===== config.mk =====
export PLATFORM = sky130hd
export DESIGN_NAME = alu_core_top
export DESIGN_NICKNAME = d
export VERILOG_FILES = /design/src/core_pkg.sv /design/src/exec_if.sv /design/src/alu_core_top.sv /design/src/alu.sv /design/src/register_file.sv /design/src/instr_decoder.sv
export SDC_FILE = /design/constraint.sdc
export NUM_CORES = 2
export LEC_CHECK = 0
export ABC_AREA = 0
export BUFFER_PORTS_ARGS = -buffer_cell sky130_fd_sc_hd__buf_2
export CORE_ASPECT_RATIO = 0.9
export CORE_UTILIZATION = 50
export DETAILED_ROUTE_END_ITERATION = 10
export GPL_ROUTABILITY_DRIVEN = 0
export PLACE_DENSITY = 0.66
export SLEW_MARGIN = 20
export SYNTH_ARGS = -nofsm -noshare
export SYNTH_HDL_FRONTEND = slang
export SYNTH_SLANG_ARGS = --single-unit

===== constraint.sdc =====
create_clock -name clk -period 6.8 [get_ports clk]
set_input_delay 1.36 -clock clk [delete_from_list [all_inputs] [get_ports clk]]
set_output_delay 1.36 -clock clk [all_outputs]
set_load 0.02 [all_outputs]

===== src/core_pkg.sv =====
`default_nettype none

package core_pkg;

    typedef logic [31:0] word_t;
    typedef logic [4:0]  reg_addr_t;
    typedef logic [31:0] instr_t;

    typedef enum logic [3:0] {
        ALU_ADD,
        ALU_SUB,
        ALU_SLL,
        ALU_SLT,
        ALU_SLTU,
        ALU_XOR,
        ALU_SRL,
        ALU_SRA,
        ALU_OR,
        ALU_AND,
        ALU_PASS_B                              // lui
    } alu_op_e;

    // major opcodes
    localparam logic [6:0] OPC_OP     = 7'b0110011;
    localparam logic [6:0] OPC_OP_IMM = 7'b0010011;
    localparam logic [6:0] OPC_LUI    = 7'b0110111;

    // funct3
    localparam logic [2:0] F3_ADD_SUB = 3'b000;
    localparam logic [2:0] F3_SLL     = 3'b001;
    localparam logic [2:0] F3_SLT     = 3'b010;
    localparam logic [2:0] F3_SLTU    = 3'b011;
    localparam logic [2:0] F3_XOR     = 3'b100;
    localparam logic [2:0] F3_SRL_SRA = 3'b101;
    localparam logic [2:0] F3_OR      = 3'b110;
    localparam logic [2:0] F3_AND     = 3'b111;

    // funct7 bit that picks sub / sra
    localparam int unsigned F7_ALT_BIT = 5;
    localparam logic [6:0]  F7_ALT     = 7'b1 << F7_ALT_BIT;

endpackage

`default_nettype wire

===== src/exec_if.sv =====
`default_nettype none

interface exec_if import core_pkg::*; ();

    reg_addr_t rs1;
    reg_addr_t rs2;
    reg_addr_t rd;
    word_t     imm;
    alu_op_e   op;
    logic      use_imm;                     // b operand from imm
    logic      wr_en;

    modport ctrl (
        output rs1,
        output rs2,
        output rd,
        output imm,
        output op,
        output use_imm,
        output wr_en
    );

    modport dp (
        input rs1,
        input rs2,
        input rd,
        input imm,
        input op,
        input use_imm,
        input wr_en
    );

endinterface

`default_nettype wire


===== src/alu_core_top.sv =====
`default_nettype none

module alu_core_top import core_pkg::*; (
    input  logic      clk,
    input  logic      rst_n,
    input  logic      instr_valid,
    input  instr_t    instr,
    input  reg_addr_t dbg_addr,
    output logic      result_valid,
    output word_t     result,
    output reg_addr_t result_rd,
    output logic      illegal,
    output word_t     dbg_data
);

    exec_if dec_bus ();

    logic  illegal_instr;
    word_t rs1_data;
    word_t rs2_data;
    word_t alu_b;
    word_t alu_y;

    instr_decoder u_decoder (
        .instr_valid   (instr_valid),
        .instr         (instr),
        .dec           (dec_bus.ctrl),
        .illegal_instr (illegal_instr)
    );

    register_file u_regfile (
        .clk      (clk),
        .rst_n    (rst_n),
        .rd_addr1 (dec_bus.rs1),
        .rd_addr2 (dec_bus.rs2),
        .dbg_addr (dbg_addr),
        .wr_en    (dec_bus.wr_en),
        .wr_addr  (dec_bus.rd),
        .wr_data  (alu_y),                      // writeback same cycle
        .rd_data1 (rs1_data),
        .rd_data2 (rs2_data),
        .dbg_data (dbg_data)
    );

    assign alu_b = dec_bus.use_imm ? dec_bus.imm : rs2_data;

    alu u_alu (
        .op (dec_bus.op),
        .a  (rs1_data),
        .b  (alu_b),
        .y  (alu_y)
    );

    // report lags the writeback by one cycle
    always_ff @(posedge clk or negedge rst_n) begin
        if (!rst_n) begin
            result_valid <= 1'b0;
            illegal      <= 1'b0;
            result       <= '0;
            result_rd    <= '0;
        end else begin
            result_valid <= dec_bus.wr_en;
            illegal      <= instr_valid && illegal_instr;
            if (dec_bus.wr_en) begin
                result    <= alu_y;
                result_rd <= dec_bus.rd;       // x0 still reported
            end
        end
    end

endmodule

`default_nettype wire


===== src/alu.sv =====
`default_nettype none

module alu import core_pkg::*; (
    input  alu_op_e op,
    input  word_t   a,
    input  word_t   b,
    output word_t   y
);

    logic [4:0] shamt;

    assign shamt = b[4:0];                      // rv32 shift range

    always_comb begin
        case (op)
            ALU_ADD: begin
                y = a + b;                      // wraps on overflow
            end
            ALU_SUB: begin
                y = a - b;
            end
            ALU_SLL: begin
                y = a << shamt;
            end
            ALU_SLT: begin
                y = word_t'($signed(a) < $signed(b));
            end
            ALU_SLTU: begin
                y = word_t'(a < b);
            end
            ALU_XOR: begin
                y = a ^ b;
            end
            ALU_SRL: begin
                y = a >> shamt;
            end
            ALU_SRA: begin
                y = word_t'($signed(a) >>> shamt);   // sign fill
            end
            ALU_OR: begin
                y = a | b;
            end
            ALU_AND: begin
                y = a & b;
            end
            ALU_PASS_B: begin
                y = b;
            end
            default: begin
                y = '0;
            end
        endcase
    end

endmodule

`default_nettype wire


===== src/register_file.sv =====
`default_nettype none

module register_file import core_pkg::*; (
    input  logic      clk,
    input  logic      rst_n,
    input  reg_addr_t rd_addr1,
    input  reg_addr_t rd_addr2,
    input  reg_addr_t dbg_addr,
    input  logic      wr_en,
    input  reg_addr_t wr_addr,
    input  word_t     wr_data,
    output word_t     rd_data1,
    output word_t     rd_data2,
    output word_t     dbg_data
);

    // x0 has no storage
    word_t regs [1:31];

    always_ff @(posedge clk or negedge rst_n) begin
        if (!rst_n) begin
            for (int i = 1; i < 32; i++) begin
                regs[i] <= '0;
            end
        end else if (wr_en && wr_addr != '0) begin
            regs[wr_addr] <= wr_data;
        end
    end

    assign rd_data1 = (rd_addr1 == '0) ? '0 : regs[rd_addr1];   // operand a
    assign rd_data2 = (rd_addr2 == '0) ? '0 : regs[rd_addr2];   // operand b
    assign dbg_data = (dbg_addr == '0) ? '0 : regs[dbg_addr];

endmodule

`default_nettype wire


===== src/instr_decoder.sv =====
`default_nettype none

module instr_decoder import core_pkg::*; (
    input  logic   instr_valid,
    input  instr_t instr,
    exec_if.ctrl   dec,
    output logic   illegal_instr
);

    logic [6:0] opcode;
    logic [2:0] funct3;
    logic [6:0] funct7;
    logic       alt;
    logic       f7_ok;
    logic       legal;
    word_t      imm_i;
    word_t      imm_u;

    function automatic alu_op_e f3_to_op(input logic [2:0] f3, input logic use_alt);
        alu_op_e res;
        case (f3)
            F3_ADD_SUB: res = use_alt ? ALU_SUB : ALU_ADD;
            F3_SLL:     res = ALU_SLL;
            F3_SLT:     res = ALU_SLT;
            F3_SLTU:    res = ALU_SLTU;
            F3_XOR:     res = ALU_XOR;
            F3_SRL_SRA: res = use_alt ? ALU_SRA : ALU_SRL;
            F3_OR:      res = ALU_OR;
            default:    res = ALU_AND;
        endcase
        return res;
    endfunction

    assign opcode = instr[6:0];
    assign funct3 = instr[14:12];
    assign funct7 = instr[31:25];

    assign alt   = funct7[F7_ALT_BIT];
    assign f7_ok = (funct7 & ~F7_ALT) == '0;    // only the marker bit may be set

    assign imm_i = {{20{instr[31]}}, instr[31:20]};
    assign imm_u = {instr[31:12], 12'b0};

    assign dec.rd  = instr[11:7];
    assign dec.rs1 = instr[19:15];
    assign dec.rs2 = instr[24:20];
    assign dec.imm = (opcode == OPC_LUI) ? imm_u : imm_i;

    always_comb begin
        legal       = 1'b1;
        dec.op      = ALU_ADD;
        dec.use_imm = 1'b0;
        case (opcode)
            OPC_OP: begin
                dec.op = f3_to_op(funct3, alt);
                legal  = f7_ok && (!alt || funct3 == F3_ADD_SUB || funct3 == F3_SRL_SRA);
            end
            OPC_OP_IMM: begin
                dec.use_imm = 1'b1;
                // addi has no sub form so imm[10] is plain data
                dec.op = f3_to_op(funct3, funct3 == F3_SRL_SRA && alt);
                if (funct3 == F3_SLL) begin
                    legal = f7_ok && !alt;
                end else if (funct3 == F3_SRL_SRA) begin
                    legal = f7_ok;
                end
            end
            OPC_LUI: begin
                dec.op      = ALU_PASS_B;
                dec.use_imm = 1'b1;
            end
            default: begin
                legal = 1'b0;                   // unsupported opcode
            end
        endcase
    end

    assign illegal_instr = !legal;
    assign dec.wr_en     = instr_valid && legal;

endmodule

`default_nettype wire


# --- Word level (Yosys, flattened, before mapping) ---
# Cells that the tools add are included.
totals:
  output_inout_bits: 71
  reg_bits: 1031
  elab_cells: 121
  in_bits: 40
op_classes:
  n_bitwise: 7
  n_mux: 29
  n_reduce_logical: 19
  n_lt_le_gt_ge: 7
  n_eq_ne: 19
  shifts: 3
  n_addsub: 2
ops:
  columns: ["op", "n"]
  rows:
  - ["bitwise mux 992 bit", 1]
  - ["binary-select mux 32 bit (select 5 bit)", 3]
  - ["two-way mux 32 bit", 11]
  - ["case mux 32 bit (11 select lines)", 1]
  - ["demux 32 bit (select 5 bit)", 1]
  - ["< comparator 32 bit", 2]
  - ["case mux 4 bit (7 select lines)", 2]
  - ["adder 32 bit", 1]
  - ["bitwise AND 32 bit", 1]
  - ["bitwise OR 32 bit", 1]
  - ["<< shifter 32 x 5 -> 32 bit", 1]
  - ["right shift 32 x 5 -> 32 bit", 1]
  - [">>> shifter 32 x 5 -> 32 bit", 1]
  - ["subtractor 32 bit", 1]
  - ["XOR 32 bit", 1]
  - ["two-way mux 31 bit", 1]
  - [">= comparator 6 bit, second input constant", 4]
  - ["inverter 5 -> 6 bit", 4]
  - ["== test 4 x 3 -> 1 bit, second input constant", 4]
  - ["zero test 5 bit", 3]
  - ["== test 7 x 6 -> 1 bit, second input constant", 2]
  - ["== test 4 bit, second input constant", 3]
  - ["case mux 4 bit (3 select lines)", 1]
  - ["== test 3 bit, second input constant", 3]
  - ["other kinds (16)", 32]

# --- Logic depth before layout (Yosys ltp) ---
logic_depth:
  word_depth: 9
  mapped_depth: 28
  mapped_depth_nobuf: 19

# --- By module ---
# A second synthesis with hierarchy kept.
hier_totals:
  cells_unflattened: 6122
  area_unflattened_um2: 73297.8
modules_own_cells:
  columns: ["mod", "seq_area_each_um2", "cells_each", "instances", "area_per_inst_um2"]
  rows:
  - ["register_file", 24823.8, 4639, 1, 61701.7]
  - ["alu", 0.0, 1277, 1, 8874.8]
  - ["alu_core_top", 975.9, 117, 1, 2100.8]
  - ["instr_decoder", 0.0, 89, 1, 620.6]

# --- Worst setup path after synthesis ---
# No wires, ideal clock.
synth_path:
  path_kind: "input -> register"
  start: "input instr[20]"
  end: "register u_regfile.regs[95] (netlist bit)"
  t_arrival_ns: 7.242
  setup_time_ns: 0.137
  stages: 24
  setup_slack_ns: -0.579
  t_required_ns: 6.663
  n_path_buf: 8
  cell_sequence: "buf_4 -> buf_6 -> buf_6 -> buf_2 -> buf_1 -> buf_1 -> clkbuf_1 -> mux4_2 -> mux4_2 -> nand3_1 -> o21ai_0 -> ha_1 -> a211oi_1 -> o21bai_1 -> a21oi_1 -> o21ai_0 -> a221o_1 -> a21oi_1 -> o41ai_1 -> xnor2_1 -> a211o_1 -> a221oi_2 -> buf_2 -> a21oi_1"
synth_via:
  elab_chain_cells: 9
  word_cells_on_any_way: 18
  classes_between: "2 x add/sub; 3 x shift; 8 x mux; 4 x bitwise; 1 x reduce/logical"
synth_lines:
  columns: ["item", "line_no", "rtl"]
  rows:
  - ["start, declared", "alu_core_top.sv:7", "input instr_t instr,"]
  - ["inverter 5 -> 6 bit (not written as such)", "register_file.sv:31", "assign rd_data2 = (rd_addr2 == '0) ? '0 : regs[rd_addr2];"]
  - ["binary-select mux 32 bit (select 5 bit)", "register_file.sv:31", null]
  - ["two-way mux 32 bit (not written as such) (2 in a row)", "register_file.sv:31", null]
  - ["two-way mux 32 bit", "register_file.sv:31", null]
  - ["two-way mux 32 bit *", "alu_core_top.sv:45", "assign alu_b = dec_bus.use_imm ? dec_bus.imm : rs2_data;"]
  - ["subtractor 32 bit, or another cell as far along", "alu.sv:20", "y = a - b;"]
  - ["case mux 32 bit (11 select lines) *", "alu.sv:15", "case (op)"]
  - ["bitwise mux 992 bit *", "register_file.sv:26", "regs[wr_addr] <= wr_data;"]
  - ["end signal, assigned by index", "register_file.sv:26", null]
  - ["end, declared", "register_file.sv:18", "word_t regs [1:31];"]
# Every way passes the cells marked *; elsewhere a longest branch is shown, timed or not. The select of a mux whose other input is x is not followed.
# A chain may end at the register's enable or synchronous reset.

# --- Worst setup path in the final report ---
layout_path:
  start: "input instr[20]"
  end: "register u_regfile.regs[556] (netlist bit)"
# The elaborated chain is that of the path after synthesis.

==> metrics.md <==
| Metric | Value |
|---|---|
| Drt pass-1 iters | `9` |
| Clk root buf | `clkbuf_16` |
| FP Rows | `130` |
| Final #Nets | `just over 7000` |
| Syn_area_per_cell | `10.2 um^2` |
| Sw power | `5010 uW` |
| Top_reg_cell synth | `dfrtp_1` |
| Leakage | `between 0.03 and 0.04 uW` |
| Die area | `143000 um^2` |
| Period utilization | `97.6%` |
| Chip width | `399 um` |
| Clk sink count | `1031` |
| Worst-skew pair later-pin latency | `between 700 and 800 ps` |
| Post-synth EDFFs | `0` |
| Iter 0 DRT Violations | `11000` |
| Bufs on Longest Clock Path | `3` |
| Endpoints failing setup | `0` |
| CTS Hold Bufs | `0` |
| Cts bufs inserted | `111` |
| Power per standard cell area | `202 nW/um^2` |
| IO Count | `111` |
| Layout cells sized above 1 | `25.6%` |
| Peak VDD IR | `roughly 240 uV` |
| Min-Delay Path Class | `reg2reg` |
| Final Critical Period | `about 6600 ps` |
| Layout area overhead | `14.6%` |
| WP data arrival | `7260 ps` |
| Final Hold Vio Count | `0` |
| Sw Share | `a little under a third` |
| Comb power frac | `19.7%` |
| Post-CTS Setup Inserts | `0` |
| DR vias | `roughly 66000` |
| Max Fclk | `around 150 MHz` |
| Worst slew pin tran | `about 1200 ps` |
| RSZ-0062 raised after global routing | `false` |
| Starting density of the core | `50.6%` |
| Multi-input logic area | `42300 um^2` |
| Seq/Total Area, Yosys | `a little over a third` |
| Crit. End Element | `register` |
| Dpl ws | `-454 ps` |
| Worst slew margin | `~19%` |
| Vias in the first global route | `approximately 63000` |
| WL/cell | `34.2 um` |
| Clock Power Share | `roughly two fifths` |
| Number of port buffers | `110` |
| Asr flop ratio synth | `100%` |
| WS Path Type | `in2reg` |
| Most common cell after layout, fill and taps aside | `nor2_1` |
| Syn Std Cell Area | `71000 um^2` |
| DRT Wirelength | `roughly 310 mm` |
| Slack of the critical path | `approximately 170 ps` |
| Clk_skew | `66.3 ps` |
| Worst EP required | `between 7000 and 8000 ps` |
| CTS H-tree lvls | `3` |
| Hold WS | `473 ps` |
| Worst Path Max Fanout | `32` |
| Net count after synthesis | `7106` |
| Initial antenna violation count | `33` |
| Post-Synthesis Cells | `~7000` |
| Global-route wire length before repair | `444 mm` |
| DPL Wire Length | `208 mm` |
| Grt ovf | `0` |
| Internal power | `11400 uW` |
| YS warnings | `0` |
| Post-synth cell types | `99` |
| Die Ht | `about 360 um` |
| Clk pin slew, worst setup/hold paths | `around 60 ps` |
| Dpl cells | `~8800` |
| Drt via density | `~7.3` |
| CTS tree | `yes` |
| DR DRC count | `0` |
| Worst setup SP type | `input port` |
| Most frequent cells in the layout | `1041 x nor2_1, 1031 x dfrtp_1, 906 x a21oi_1, 585 x mux4_2, 507 x mux2i_1` |
| Finished Layout Cells | `9043` |
| # fillers | `11800` |
| FF+latch area | `around 26000 um^2` |
| Total negative slack | `0 ps` |
| Largest net degree at the start of global routing | `162` |
| Core ar. | `140000 um^2` |
| Post-route antenna net violation count | `0` |
| Final Max Tran Viols | `0` |
| Outcome | `complete, no violations` |
| Max Cap Viol | `0` |
| Seq pwr share | `around 40%` |
| Register bit total from synthesis | `just over 1000` |
| Gr usage total | `a little over two fifths` |
cells by family after synthesis:
kind of cell | share of synthesized area [%]
flops | 36.4
compound gates | 16.3
fa+ha+maj | 1.85
simple gates | 10.7
buf+inv | 4.75
xor+xnor | 0.247
mux | 29.8
power groups by stage:
stage                     Sequential [uW]  Clock (uW)  Combinational, uW
after floorplan                      6500           0               1650
after global placement               6490           0               3040
after detailed placement             6490           0               3060
after CTS                            6380        6790               3070
after global routing                 6400        7050               3300
final                                6390        6780               3220
critical path, cell delays in order:
cell	delay (ps)
buf_8	310
buf_4	250
mux4_2	510
mux4_2	460
mux2i_1	460
buf_4	210
o21ai_0	80
and2_1	230
ha_1	320
inv_1	60
a21oi_1	210
o311ai_0	190
buf_4	190
a311oi_2	360
buf_4	190
o21ai_0	100
a221oi_2	600
buf_4	210
o21ai_0	130
nor3b_4	370
buf_12	250
o21ai_0	120
Yosys cell counts (all sizes together), types with 20 or more instances:
cell | count | area share [%]
and2 | 42 | 0.37
nor2b | 28 | 0.25
o21ai | 266 | 1.9
a22o | 45 | 0.56
nand2 | 321 | 1.7
mux2i | 507 | 7.2
a21o | 25 | 0.26
mux2 | 257 | 4.1
a22oi | 139 | 1.5
o31ai | 20 | 0.22
and3 | 22 | 0.19
nor2 | 1082 | 5.7
dfrtp | 1031 | 36
a221oi | 59 | 0.75
clkbuf | 379 | 2.0
mux4 | 585 | 19
o211ai | 24 | 0.25
inv | 108 | 0.57
nor3 | 67 | 0.49
buf | 293 | 2.2
a31oi | 96 | 0.85
ha | 102 | 1.8
o22ai | 40 | 0.35
a211oi | 41 | 0.45
nand3 | 123 | 0.87
o21bai | 25 | 0.26
a21oi | 911 | 6.4
nand2b | 26 | 0.23
registers in the layout, indices dropped and copies added, names as in the netlist:
register / count
result_rd: 5
result: 32
result_valid: 1
u_regfile.regs: 992
illegal: 1
path summary, 6_finish.rpt:
path,start,to,slack [ps],cells after the start
max in group asynchronous,rst_n,u_regfile.regs[329]$_DFFE_PN0P_,4490,3
hold / removal,result_rd[1]$_DFFE_PN0P_,result_rd[1]$_DFFE_PN0P_,470,2
setup reg to reg,u_regfile.regs[135]$_DFFE_PN0P_,u_regfile.regs[556]$_DFFE_PN0P_,900,20
setup / recovery,instr[20],u_regfile.regs[556]$_DFFE_PN0P_,170,22
hold reg to reg,result_rd[1]$_DFFE_PN0P_,result_rd[1]$_DFFE_PN0P_,470,2
min in group asynchronous,rst_n,u_regfile.regs[356]$_DFFE_PN0P_,550,1
per-stage QoR:
step | area, um^2 | power, uW | utilization (%)
after floorplan | 71000 | 8140 | -
after global placement | 77200 | 9530 | 55.1
after detailed placement | 77200 | 9550 | 55.1
after CTS | 81300 | 16200 | 58.0
after global routing | 81300 | 16700 | 58.0
final | 81300 | 16400 | 58.0
routing by layer:
layer | GRT usage, % | vias to the layer above | part of all wire (%)
li1 | - | 26400 | -
met1 | 54.6 | 32400 | 34
met2 | 57.8 | 5930 | 40
met3 | 18.9 | 1477 | 17
met4 | 27.8 | 24 | 8.3
met5 | 0.303 | - | 0.058
cell type report:
class                           count  area share [%]
Multi-Input combinational cell   5151            52.0
Clock inverter                     51            1.01
Sequential cell                  1031            31.7
Antenna cell                       21          0.0646
Timing Repair Buffer              676            7.85
Inverter                          108           0.505
Clock buffer                      157            3.99
Tap cell                         1848            2.84
repair_timing:
action / CTS / global route
setup endpoints to repair: 0 / 31
resized for setup: 0 / 1
hold endpoints to repair: 0 / 0
(Power assumes the default switching activity.)
